<file path="src/cpuPkg.sv">
package cpuPkg;

    ////////////////////////////////////////////////////////////////////////////
    // Widths and architectural constants
    ////////////////////////////////////////////////////////////////////////////

    localparam int XLEN       = 32;
    localparam int REG_ADDR_W = 5;

    // PC after reset
    localparam logic [XLEN-1:0] RESET_PC = '0;
    // Link register for JAL
    localparam logic [REG_ADDR_W-1:0] RA_REG = 5'd31;

    ////////////////////////////////////////////////////////////////////////////
    // Instruction encodings
    ////////////////////////////////////////////////////////////////////////////

    // Primary opcode, instr[31:26]
    typedef enum logic [5:0] {
        OP_SPECIAL = 6'h00,
        OP_REGIMM  = 6'h01,
        OP_J       = 6'h02,
        OP_JAL     = 6'h03,
        OP_BEQ     = 6'h04,
        OP_BNE     = 6'h05,
        OP_BLEZ    = 6'h06,
        OP_BGTZ    = 6'h07,
        OP_ADDI    = 6'h08,
        OP_SLTI    = 6'h0A,
        OP_ANDI    = 6'h0C,
        OP_ORI     = 6'h0D,
        OP_XORI    = 6'h0E
    } opcodeE;

    // R-type function field, instr[5:0]
    typedef enum logic [5:0] {
        FN_SLL = 6'h00,
        FN_SRL = 6'h02,
        FN_JR  = 6'h08,
        FN_MUL = 6'h18,
        FN_ADD = 6'h20,
        FN_SUB = 6'h22,
        FN_AND = 6'h24,
        FN_OR  = 6'h25,
        FN_XOR = 6'h26,
        FN_NOR = 6'h27,
        FN_SLT = 6'h2A
    } functE;

    ////////////////////////////////////////////////////////////////////////////
    // Control word
    ////////////////////////////////////////////////////////////////////////////

    typedef enum logic [3:0] {
        ALU_ADD, ALU_SUB, ALU_MUL, ALU_AND, ALU_OR, ALU_NOR,
        ALU_XOR, ALU_SLL, ALU_SRL, ALU_SLT, ALU_PASS_LINK
    } aluOpE;

    typedef enum logic [2:0] {
        BR_NONE, BR_EQ, BR_NE, BR_LTZ, BR_GEZ, BR_LEZ, BR_GTZ
    } brCondE;

    // Shifts take rt on the A side
    typedef enum logic [0:0] {SRCA_RS, SRCA_RT} srcAE;
    typedef enum logic [1:0] {SRCB_RT, SRCB_SIMM, SRCB_ZIMM, SRCB_SHAMT} srcBE;
    typedef enum logic [1:0] {DEST_RD, DEST_RT, DEST_RA} destE;

    typedef struct packed {
        aluOpE  aluOp;
        srcAE   srcA;
        srcBE   srcB;
        destE   dest;
        brCondE brCond;
        logic   isJump;
        logic   jumpReg;
        logic   regWrite;
        logic   illegal;
    } ctrlT;

    ////////////////////////////////////////////////////////////////////////////
    // Pipeline payloads
    ////////////////////////////////////////////////////////////////////////////

    // Input link payload
    typedef struct packed {
        logic [XLEN-1:0] pc;
        logic [XLEN-1:0] instr;
    } inItemT;

    // Decode stage output
    typedef struct packed {
        logic [XLEN-1:0]       pc;
        logic [REG_ADDR_W-1:0] rs;
        logic [REG_ADDR_W-1:0] rt;
        logic [REG_ADDR_W-1:0] destReg;
        logic [15:0]           imm16;
        logic [4:0]            shamt;
        logic [25:0]           jumpIdx;
        ctrlT                  ctrl;
    } decT;

    // Operand stage output
    typedef struct packed {
        logic [XLEN-1:0]       pc;
        logic [XLEN-1:0]       opA;
        logic [XLEN-1:0]       opB;
        logic [XLEN-1:0]       rsVal;
        logic [XLEN-1:0]       rtVal;
        logic [REG_ADDR_W-1:0] destReg;
        logic [15:0]           imm16;
        logic [25:0]           jumpIdx;
        ctrlT                  ctrl;
    } opT;

    // Retire record
    typedef struct packed {
        logic [XLEN-1:0]       pc;
        logic                  wrEn;
        logic [REG_ADDR_W-1:0] wrReg;
        logic [XLEN-1:0]       wrData;
        logic                  redirect;
        logic [XLEN-1:0]       target;
        logic                  illegal;
    } retireT;

endpackage

</file>
<file path="src/instrBuffer.sv">
`timescale 1ns/1ns

module instrBuffer #(
    parameter int CREDITS = 4
) (
    input  logic            clk,
    input  logic            rstN,
    input  logic            inValid,
    input  cpuPkg::inItemT  inItem,
    input  logic            bufPop,
    output logic            bufValid,
    output cpuPkg::inItemT  bufItem,
    output logic            creditRet
);
    import cpuPkg::*;

    localparam int PTR_W = $clog2(CREDITS);
    localparam int CNT_W = $clog2(CREDITS + 1);

    // Storage, one slot per credit
    inItemT            mem [CREDITS];
    logic [PTR_W-1:0]  wrPtr;
    logic [PTR_W-1:0]  rdPtr;
    logic [CNT_W-1:0]  count;

    // Wraps at CREDITS, depth need not be a power of two
    function automatic logic [PTR_W-1:0] nextPtr(input logic [PTR_W-1:0] p);
        return (p == PTR_W'(CREDITS - 1)) ? '0 : p + 1'b1;
    endfunction

    assign bufValid = (count != '0);
    assign bufItem  = mem[rdPtr];

    // Payload write
    always_ff @(posedge clk) begin
        if (inValid) begin
            mem[wrPtr] <= inItem;
        end
    end

    // Pointers, occupancy and credit return
    always_ff @(posedge clk) begin
        if (!rstN) begin
            wrPtr     <= '0;
            rdPtr     <= '0;
            count     <= '0;
            creditRet <= 1'b0;
        end else begin
            if (inValid) begin
                wrPtr <= nextPtr(wrPtr);
            end
            if (bufPop) begin
                rdPtr <= nextPtr(rdPtr);
            end
            case ({inValid, bufPop})
                2'b10:   count <= count + 1'b1;
                2'b01:   count <= count - 1'b1;
                default: count <= count;
            endcase
            // One credit back per released slot
            creditRet <= bufPop;
        end
    end

    // Sender must hold a credit, so a full buffer never sees a push
    assert property (@(posedge clk) disable iff (!rstN) inValid |-> count != CNT_W'(CREDITS))
        else $error("instrBuffer push while full");

    // Decoder pops only what is present
    assert property (@(posedge clk) disable iff (!rstN) bufPop |-> bufValid)
        else $error("instrBuffer pop while empty");

endmodule

</file>
<file path="src/ctrlDecoder.sv">
`timescale 1ns/1ns

module ctrlDecoder (
    input  logic            clk,
    input  logic            rstN,
    input  logic            bufValid,
    input  cpuPkg::inItemT  bufItem,
    output logic            bufPop,
    output logic            decValid,
    output cpuPkg::decT     dec
);
    import cpuPkg::*;

    logic [XLEN-1:0]       instr;
    opcodeE                opcode;
    functE                 funct;
    ctrlT                  ctrl;
    logic [REG_ADDR_W-1:0] destReg;
    decT                   decNext;

    // Legal register-writing ALU instruction
    function automatic ctrlT aluCtrl(input aluOpE op, input srcAE a, input srcBE b,
                                     input destE d);
        ctrlT c;
        c          = '0;
        c.aluOp    = op;
        c.srcA     = a;
        c.srcB     = b;
        c.dest     = d;
        c.regWrite = 1'b1;
        return c;
    endfunction

    // Conditional branch, no write
    function automatic ctrlT brCtrl(input brCondE cond);
        ctrlT c;
        c        = '0;
        c.brCond = cond;
        return c;
    endfunction

    // Never stalls
    assign bufPop = bufValid;

    assign instr  = bufItem.instr;
    assign opcode = opcodeE'(instr[31:26]);
    assign funct  = functE'(instr[5:0]);

    ////////////////////////////////////////////////////////////////////////////
    // Control decode
    ////////////////////////////////////////////////////////////////////////////

    always_comb begin
        // Safe default, anything unmatched is illegal and writes nothing
        ctrl         = '0;
        ctrl.illegal = 1'b1;
        case (opcode)
            OP_SPECIAL: begin
                case (funct)
                    FN_ADD: ctrl = aluCtrl(ALU_ADD, SRCA_RS, SRCB_RT, DEST_RD);
                    FN_SUB: ctrl = aluCtrl(ALU_SUB, SRCA_RS, SRCB_RT, DEST_RD);
                    FN_MUL: ctrl = aluCtrl(ALU_MUL, SRCA_RS, SRCB_RT, DEST_RD);
                    FN_AND: ctrl = aluCtrl(ALU_AND, SRCA_RS, SRCB_RT, DEST_RD);
                    FN_OR:  ctrl = aluCtrl(ALU_OR, SRCA_RS, SRCB_RT, DEST_RD);
                    FN_NOR: ctrl = aluCtrl(ALU_NOR, SRCA_RS, SRCB_RT, DEST_RD);
                    FN_XOR: ctrl = aluCtrl(ALU_XOR, SRCA_RS, SRCB_RT, DEST_RD);
                    FN_SLT: ctrl = aluCtrl(ALU_SLT, SRCA_RS, SRCB_RT, DEST_RD);
                    // Shifts operate on rt by shamt
                    FN_SLL: ctrl = aluCtrl(ALU_SLL, SRCA_RT, SRCB_SHAMT, DEST_RD);
                    FN_SRL: ctrl = aluCtrl(ALU_SRL, SRCA_RT, SRCB_SHAMT, DEST_RD);
                    FN_JR: begin
                        ctrl.illegal = 1'b0;
                        ctrl.isJump  = 1'b1;
                        ctrl.jumpReg = 1'b1;
                    end
                    default: ;
                endcase
            end
            // rt picks the REGIMM branch flavour
            OP_REGIMM: begin
                if (instr[20:16] == 5'd0) begin
                    ctrl = brCtrl(BR_LTZ);
                end else if (instr[20:16] == 5'd1) begin
                    ctrl = brCtrl(BR_GEZ);
                end
            end
            OP_BEQ:  ctrl = brCtrl(BR_EQ);
            OP_BNE:  ctrl = brCtrl(BR_NE);
            OP_BLEZ: ctrl = brCtrl(BR_LEZ);
            OP_BGTZ: ctrl = brCtrl(BR_GTZ);
            OP_ADDI: ctrl = aluCtrl(ALU_ADD, SRCA_RS, SRCB_SIMM, DEST_RT);
            OP_SLTI: ctrl = aluCtrl(ALU_SLT, SRCA_RS, SRCB_SIMM, DEST_RT);
            // Logical immediates zero extend
            OP_ANDI: ctrl = aluCtrl(ALU_AND, SRCA_RS, SRCB_ZIMM, DEST_RT);
            OP_ORI:  ctrl = aluCtrl(ALU_OR, SRCA_RS, SRCB_ZIMM, DEST_RT);
            OP_XORI: ctrl = aluCtrl(ALU_XOR, SRCA_RS, SRCB_ZIMM, DEST_RT);
            OP_J: begin
                ctrl.illegal = 1'b0;
                ctrl.isJump  = 1'b1;
            end
            OP_JAL: begin
                ctrl        = aluCtrl(ALU_PASS_LINK, SRCA_RS, SRCB_RT, DEST_RA);
                ctrl.isJump = 1'b1;
            end
            default: ;
        endcase

        // Destination index
        case (ctrl.dest)
            DEST_RT: destReg = instr[20:16];
            DEST_RA: destReg = RA_REG;
            default: destReg = instr[15:11];
        endcase

        // r0 is hardwired, so nothing to commit
        // All-zero word lands here as SLL r0 and becomes a no-op
        if (destReg == '0) begin
            ctrl.regWrite = 1'b0;
        end
    end

    always_comb begin
        decNext.pc      = bufItem.pc;
        decNext.rs      = instr[25:21];
        decNext.rt      = instr[20:16];
        decNext.destReg = destReg;
        decNext.imm16   = instr[15:0];
        decNext.shamt   = instr[10:6];
        decNext.jumpIdx = instr[25:0];
        decNext.ctrl    = ctrl;
    end

    ////////////////////////////////////////////////////////////////////////////
    // Decode register
    ////////////////////////////////////////////////////////////////////////////

    always_ff @(posedge clk) begin
        if (!rstN) begin
            decValid <= 1'b0;
        end else begin
            decValid <= bufValid;
        end
    end

    always_ff @(posedge clk) begin
        dec <= decNext;
    end

endmodule

</file>
<file path="src/operandStage.sv">
`timescale 1ns/1ns

module operandStage (
    input  logic                            clk,
    input  logic                            rstN,
    input  logic                            decValid,
    input  cpuPkg::decT                     dec,
    input  logic                            wbEn,
    input  logic [cpuPkg::REG_ADDR_W-1:0]   wbReg,
    input  logic [cpuPkg::XLEN-1:0]         wbData,
    output logic                            opValid,
    output cpuPkg::opT                      op
);
    import cpuPkg::*;

    // r1..r31, r0 is implied
    logic [XLEN-1:0] regs [1:31];
    logic [XLEN-1:0] rsVal;
    logic [XLEN-1:0] rtVal;
    opT              opNext;

    // Register read with bypass from the execute writeback
    function automatic logic [XLEN-1:0] readReg(input logic [REG_ADDR_W-1:0] idx);
        logic [XLEN-1:0] val;
        if (idx == '0) begin
            val = '0;
        end else if (wbEn && wbReg == idx) begin
            val = wbData;
        end else begin
            val = regs[idx];
        end
        return val;
    endfunction

    // Register file, cleared on reset
    always_ff @(posedge clk) begin
        if (!rstN) begin
            for (int i = 1; i < 32; i++) begin
                regs[i] <= '0;
            end
        end else if (wbEn && wbReg != '0) begin
            regs[wbReg] <= wbData;
        end
    end

    ////////////////////////////////////////////////////////////////////////////
    // Operand select
    ////////////////////////////////////////////////////////////////////////////

    always_comb begin
        rsVal = readReg(dec.rs);
        rtVal = readReg(dec.rt);

        opNext.pc      = dec.pc;
        opNext.rsVal   = rsVal;
        opNext.rtVal   = rtVal;
        opNext.destReg = dec.destReg;
        opNext.imm16   = dec.imm16;
        opNext.jumpIdx = dec.jumpIdx;
        opNext.ctrl    = dec.ctrl;

        opNext.opA = (dec.ctrl.srcA == SRCA_RT) ? rtVal : rsVal;

        case (dec.ctrl.srcB)
            SRCB_SIMM:  opNext.opB = {{(XLEN-16){dec.imm16[15]}}, dec.imm16};
            SRCB_ZIMM:  opNext.opB = {{(XLEN-16){1'b0}}, dec.imm16};
            SRCB_SHAMT: opNext.opB = {{(XLEN-5){1'b0}}, dec.shamt};
            default:    opNext.opB = rtVal;
        endcase
    end

    // Operand register
    always_ff @(posedge clk) begin
        if (!rstN) begin
            opValid <= 1'b0;
        end else begin
            opValid <= decValid;
        end
    end

    always_ff @(posedge clk) begin
        op <= opNext;
    end

endmodule

</file>
<file path="src/execStage.sv">
`timescale 1ns/1ns

module execStage (
    input  logic                            clk,
    input  logic                            rstN,
    input  logic                            opValid,
    input  cpuPkg::opT                      op,
    output logic                            wbEn,
    output logic [cpuPkg::REG_ADDR_W-1:0]   wbReg,
    output logic [cpuPkg::XLEN-1:0]         wbData,
    output logic                            retValid,
    output cpuPkg::retireT                  ret
);
    import cpuPkg::*;

    // Architectural next PC
    logic [XLEN-1:0] expectedPc;
    logic            live;
    logic [XLEN-1:0] pcPlus4;
    logic [XLEN-1:0] aluResult;
    logic            condMet;
    logic            taken;
    logic [XLEN-1:0] target;
    logic [XLEN-1:0] nextPc;
    retireT          retNext;

    // Wrong-path work is dropped here
    assign live    = opValid && (op.pc == expectedPc);
    assign pcPlus4 = op.pc + XLEN'(4);

    ////////////////////////////////////////////////////////////////////////////
    // ALU
    ////////////////////////////////////////////////////////////////////////////

    always_comb begin
        case (op.ctrl.aluOp)
            ALU_ADD:       aluResult = op.opA + op.opB;
            ALU_SUB:       aluResult = op.opA - op.opB;
            ALU_MUL:       aluResult = op.opA * op.opB;
            ALU_AND:       aluResult = op.opA & op.opB;
            ALU_OR:        aluResult = op.opA | op.opB;
            ALU_NOR:       aluResult = ~(op.opA | op.opB);
            ALU_XOR:       aluResult = op.opA ^ op.opB;
            ALU_SLL:       aluResult = op.opA << op.opB[4:0];
            ALU_SRL:       aluResult = op.opA >> op.opB[4:0];
            ALU_SLT:       aluResult = XLEN'($signed(op.opA) < $signed(op.opB));
            // JAL link value
            ALU_PASS_LINK: aluResult = pcPlus4;
            default:       aluResult = '0;
        endcase
    end

    ////////////////////////////////////////////////////////////////////////////
    // Branch and jump resolution
    ////////////////////////////////////////////////////////////////////////////

    always_comb begin
        case (op.ctrl.brCond)
            BR_EQ:   condMet = (op.rsVal == op.rtVal);
            BR_NE:   condMet = (op.rsVal != op.rtVal);
            BR_LTZ:  condMet = op.rsVal[XLEN-1];
            BR_GEZ:  condMet = !op.rsVal[XLEN-1];
            BR_LEZ:  condMet = op.rsVal[XLEN-1] || (op.rsVal == '0);
            BR_GTZ:  condMet = !op.rsVal[XLEN-1] && (op.rsVal != '0);
            default: condMet = 1'b0;
        endcase
        taken = condMet || op.ctrl.isJump;

        // JR, then J/JAL region jump, then PC-relative branch
        if (op.ctrl.jumpReg) begin
            target = op.rsVal;
        end else if (op.ctrl.isJump) begin
            target = {pcPlus4[XLEN-1:28], op.jumpIdx, 2'b00};
        end else begin
            target = pcPlus4 + {{(XLEN-18){op.imm16[15]}}, op.imm16, 2'b00};
        end
        nextPc = taken ? target : pcPlus4;
    end

    // Writeback, also the forwarding source
    assign wbEn   = live && op.ctrl.regWrite;
    assign wbReg  = op.destReg;
    assign wbData = aluResult;

    always_comb begin
        retNext.pc       = op.pc;
        retNext.wrEn     = wbEn;
        retNext.wrReg    = wbEn ? wbReg : '0;
        retNext.wrData   = wbEn ? wbData : '0;
        retNext.redirect = taken;
        retNext.target   = nextPc;
        retNext.illegal  = op.ctrl.illegal;
    end

    always_ff @(posedge clk) begin
        if (!rstN) begin
            expectedPc <= RESET_PC;
            retValid   <= 1'b0;
        end else begin
            retValid <= live;
            if (live) begin
                expectedPc <= nextPc;
            end
        end
    end

    always_ff @(posedge clk) begin
        ret <= retNext;
    end

    // Decoder masks r0 destinations before they reach writeback
    assert property (@(posedge clk) disable iff (!rstN) wbEn |-> wbReg != '0)
        else $error("execStage write to r0");

endmodule

</file>
<file path="src/pipeCore.sv">
`timescale 1ns/1ns

module pipeCore #(
    parameter int CREDITS = 4
) (
    input  logic            clk,
    input  logic            rstN,
    input  logic            inValid,
    input  cpuPkg::inItemT  inItem,
    output logic            creditRet,
    output logic            retValid,
    output cpuPkg::retireT  ret
);
    import cpuPkg::*;

    // Buffer to decode
    logic                  bufValid;
    logic                  bufPop;
    inItemT                bufItem;
    // Decode to operand read
    logic                  decValid;
    decT                   dec;
    // Operand read to execute
    logic                  opValid;
    opT                    op;
    // Writeback and bypass
    logic                  wbEn;
    logic [REG_ADDR_W-1:0] wbReg;
    logic [XLEN-1:0]       wbData;

    instrBuffer #(
        .CREDITS (CREDITS)
    ) buf0 (
        .clk       (clk),
        .rstN      (rstN),
        .inValid   (inValid),
        .inItem    (inItem),
        .bufPop    (bufPop),
        .bufValid  (bufValid),
        .bufItem   (bufItem),
        .creditRet (creditRet)
    );

    ctrlDecoder dec0 (
        .clk      (clk),
        .rstN     (rstN),
        .bufValid (bufValid),
        .bufItem  (bufItem),
        .bufPop   (bufPop),
        .decValid (decValid),
        .dec      (dec)
    );

    operandStage opr0 (
        .clk      (clk),
        .rstN     (rstN),
        .decValid (decValid),
        .dec      (dec),
        .wbEn     (wbEn),
        .wbReg    (wbReg),
        .wbData   (wbData),
        .opValid  (opValid),
        .op       (op)
    );

    execStage exe0 (
        .clk      (clk),
        .rstN     (rstN),
        .opValid  (opValid),
        .op       (op),
        .wbEn     (wbEn),
        .wbReg    (wbReg),
        .wbData   (wbData),
        .retValid (retValid),
        .ret      (ret)
    );

endmodule

</file>
<file path="config.mk">
export PLATFORM = sky130hd
export DESIGN_NAME = pipeCore
export DESIGN_NICKNAME = d
export VERILOG_FILES = /design/src/cpuPkg.sv /design/src/instrBuffer.sv /design/src/ctrlDecoder.sv /design/src/operandStage.sv /design/src/execStage.sv /design/src/pipeCore.sv
export SDC_FILE = /design/constraint.sdc
export NUM_CORES = 2
export LEC_CHECK = 0
export BUFFER_PORTS_ARGS = -buffer_cell sky130_fd_sc_hd__buf_2
export CORE_MARGIN = 2
export CORE_UTILIZATION = 60
export CTS_CLUSTER_SIZE = 24
export DETAILED_ROUTE_END_ITERATION = 8
export HOLD_SLACK_MARGIN = 0.15
export PLACE_DENSITY = 0.77
export SYNTH_ARGS = -nofsm -noshare
export SYNTH_HDL_FRONTEND = slang
export SYNTH_HIERARCHICAL = 1
export SYNTH_SLANG_ARGS = --single-unit
</file>
<file path="constraint.sdc">
create_clock -name clk -period 11.68 [get_ports clk]
set_input_delay 1.752 -clock clk [delete_from_list [all_inputs] [get_ports clk]]
set_output_delay 1.752 -clock clk [all_outputs]
set_load 0.01 [all_outputs]
</file>
-- Word level (Yosys, flattened, before mapping)
Memories as Yosys holds them, arrays and structs flattened. A register that Yosys moved wholly into a read port is not among the register bits.
Index checks and enable logic that the tools add are counted.
Widths: inputs -> output; s select.
- $add $sub $neg: 8
- $mul: 1
- reductions and logical operators: 27
- equal/unequal tests: 53
- multiplexer cells: 36
- shifts and indexed selects: 2
- order comparisons: 1
- bitwise operators: 4
- operators with widths (cell ; count):
    $pmux 32 s11 ; 1
    $mux 32 ; 9
    $pmux 12 s12 ; 1
    $pmux 12 s9 ; 1
    $pmux 32 s3 ; 1
    $add 32x32->32 ; 2
    $eq 32x32->1 ; 2
    $eq 6x6->1 const B ; 7
    $eq 6x4->1 const B ; 6
    $add 32x3->32 const B ; 1
    $and 32x32->32 ; 1
    $logic_not 32->1 ; 1
    $lt 32x32->1 ; 1
    $mul 32x32->32 ; 1
    $ne 32x32->1 ; 1
    $not 32->32 ; 1
    $or 32x32->32 ; 1
    $reduce_bool 32->1 ; 1
    $reduce_or 32->1 ; 1
    $shl 32x5->32 ; 1
    $shr 32x5->32 ; 1
    $sub 32x32->32 ; 1
    $xor 32x32->32 ; 1
    $eq 6x3->1 const B ; 4
    39 further kinds ; 84
- RAM bits: 1248
- bits in registers: 472
- input port bits: 67
- memories: 2
- output and inout bits: 106
- memory list (memory ; depth ; width ; read ports ; clocked after memory_dff ; wr ports ; RTL line ; text):
    opr0.regs ; 31 ; 32 ; 2 ; 2 ; 31 ; operandStage.sv:17 ; logic [XLEN-1:0] regs [1:31];
    buf0.mem ; 4 ; 64 ; 1 ; 1 ; 1 ; instrBuffer.sv:21 ; inItemT mem [CREDITS];

-- Logic depth before layout (Yosys ltp)
- depth after elaboration: 9
- depth in mapped cells: 35
- gate-level depth less buffers: 30

-- By module
Netlist, hierarchy kept.
- by module, submodules not included (module ; times used ; cells each ; area an instance (µm²) ; seq. area each (µm²)):
    operandStage ; 1 ; 4433 ; 61469.0 ; 35233.8
    execStage ; 1 ; 3861 ; 30954.7 ; 2742.6
    instrBuffer ; 1 ; 382 ; 9795.6 ; 7887.6
    ctrlDecoder ; 1 ; 218 ; 2529.9 ; 1601.5

-- Worst setup path before layout
No wires, ideal clock.
- path type: reg2reg
- from: reg opr0/op[129] (netlist name)
- to: mem opr0.regs[10][28] (data pin)
- setup slack: 3205 ps
- required time: 11425 ps
- data arrival time: 8220 ps
- stages on the path, launching flop included: 33
- path buffers: 6
- library setup time: 255 ps
- period minus slack after synthesis: 8475 ps
- path through: dfxtp_1 buf_2 inv_1 buf_2 buf_1 clkbuf_1 buf_1 nor2_1 fa_1 inv_1 fa_1 fa_1 fa_1 inv_1 fa_1 inv_1 fa_1 inv_1 fa_1 fa_1 ha_1 a21oi_1 nor2_1 o21a_1 nor2_1 a21boi_0 o21a_1 nor3_1 a21o_1 a221oi_1 nand3_1 clkbuf_1 and2_1
- RTL lines (what ; RTL line):
    to (decl) ; operandStage.sv:17

==> summary.md <==
| Metric | Value |
|---|---|
| First-pass GRT wire length | `585 mm` |
| CP Max Fanout | `36` |
| # fillers | `13,000` |
| Final antenna-violating net count | `0` |
| # setup viols final | `0` |
| Worst slew pin tran | `1.66 ns` |
| Initial antenna violation count | `68` |
| Clk slew on worst S/H paths | `0.07 ns` |
| Maximum capacitance violations | `5` |
| Total Wirelength | `419 mm` |
| Die X | `422 um` |
| DR vias/cell | `7.09` |
| CTS H-tree lvls | `4` |
| Util after Layout | `65.4%` |
| Core area | `174,000 um^2` |
| Failing checks | `max-capacitance violations, max-slew violations` |
| Syn Area/Cell | `11.8 um^2` |
| Dpl hpwl | `293 mm` |
| Sequential Area | `47,400 um^2` |
| Synthesized cell area | `105,000 um^2` |
| DR iter-0 viols | `14,000` |
| Final routed DRC violation total | `0` |
| RSZ-0062 raised after global routing | `no` |
| CP arrival | `11.57 ns` |
| CTS tree | `done` |
| Chip height | `422 um` |
| Share of cells above drive strength 1 | `14.7%` |
| Vias in the first global route | `77,600` |
| Port bufs | `172` |
| Max Clock Freq | `92.3 MHz` |
| Total gr overflow | `0` |
| Final period utilization | `92.8%` |
| Largest net degree at the start of global routing | `106` |
| Total GRT Usage | `46.6%` |
| Clk_skew | `0.0681 ns` |
| Drt first pass iters | `7` |
| Clock tree sinks | `1,724` |
| DR vias | `80,300` |
| Non-filler cells, final | `11,300` |
| Num CTS Buffers | `180` |
| Setup crit end kind | `flip-flop` |
| Die area | `178,000 um^2` |
| Area growth, synth to finish | `8.51%` |
| Crit Path Class | `reg2reg` |
| Fin nets | `9,546` |
| Gate Count Post-Synth | `8,887` |
| Status | `complete, but fails checks` |
| Post-CTS setup buffers | `0` |
| Synth Warn # | `6` |
| Hold_ws | `0.309 ns` |
| Routability cong. | `1.09` |
| Slew Viols, Final | `48` |
| Multi-input combinational cell area | `52,600 um^2` |
| Starting Density | `60.2%` |
| Endpoints failing hold | `0` |
| Root Buffer | `clkbuf_16` |
| Hold-fix buffers, CTS | `0` |
| Setup_tns | `0 ns` |
| WL/cell | `37.0 um` |
| I/O Pins | `173` |
| Max-Slew Margin vs Limit | `-10.9%` |
| Fin crit period | `10.84 ns` |
| Critical Path RT | `12.41 ns` |
| Worst-Skew Late Latency | `0.88 ns` |
| Maximum root-to-sink buffer count | `3` |
| Post-CTS sizing | `0` |
| Nature of the critical path startpoint | `flip-flop` |
| Dpl cells | `11,000` |
| Cell row count | `153` |
| Tightest Hold Check Type | `reg2reg` |
[through the flow]
stage / setup slack (ns) / cell area, um^2
2_1_floorplan: 3.21 / 105000
3_3_place_gp: 1.28 / 108000
3_5_place_dp: 1.35 / 108000
4_1_cts: 1.31 / 113000
5_1_grt: 0.892 / 113000
6_report: 0.844 / 114000
[per-layer routing]
metal	GRT usage, %	up-vias	share of wire [%]	wire, um
li1	-	31800	-	-
met2	66.1	6947	42	175000
met3	18.2	1543	16	65600
met4	28.1	40	7.4	31100
met1	60.3	39900	35	146000
met5	0.645	-	0.11	443
[cells in the final DEF, fill, tap and decap left out, drive strengths merged, types with 47 or more instances in the layout]
master,instances
mux2i,513
xnor2,158
clkbuf,233
o21ai,272
nand2,441
nor2b,47
a21o,51
a21oi,281
o211ai,69
xor2,62
o221ai,55
inv,533
a211oi,47
ha,258
a22oi,167
nor3,67
edfxtp,1280
a221oi,51
o22ai,82
mux4,408
nand3,91
clkinv,84
buf,423
nor2,695
and2,1055
nor4,50
fa,412
dfxtp,444
[flip-flops by register name, indices dropped and copies added (netlist names), 2 cells and up, named ones only]
signal           cells
opr0/regs         1024
buf0/mem           256
opr0/op            218
exe0/ret           104
dec0/dec            77
exe0/expectedPc     32
buf0/count           3
buf0/rdPtr           2
buf0/wrPtr           2
[layout make-up]
class	instances	area share (%)
timing repair buffer	423	2.45
antenna	35	0.0772
tap	2325	2.56
multi-input combinational	5951	46.3
clock buffer	233	4.33
inverter	529	1.75
clock inverter	97	0.784
sequential	1724	41.7
[worst paths after layout]
kind | to | cells past startpoint | slack [ns] | from
min | opr0/op[213] | 0 | 0.31 | dec0/dec[100]
max | opr0/op[189] | 24 | 0.84 | opr0/op[137]
min reg2reg | opr0/op[213] | 0 | 0.31 | dec0/dec[100]
max reg2reg | opr0/op[189] | 24 | 0.84 | opr0/op[137]
[critical path: stages, from the launching register on]
cell,delay [ns]
dfxtp_1,0.99
clkinv_1,0.77
nor2_1,0.35
fa_1,0.48
fa_1,0.54
inv_1,0.07
fa_1,0.48
fa_1,0.54
inv_1,0.05
fa_1,0.55
fa_1,0.43
fa_1,0.51
fa_1,0.41
ha_1,0.35
a21o_1,0.21
a21oi_1,0.35
o221ai_1,0.40
a2111oi_0,0.52
o2111ai_1,0.41
a211oi_1,0.68
o211ai_1,0.20
buf_4,0.31
a221oi_1,0.55
a211o_1,0.34
o32ai_1,0.13
Power is not shown: default switching activity piles up to over one toggle a cycle in this logic, so the estimate is an artifact.
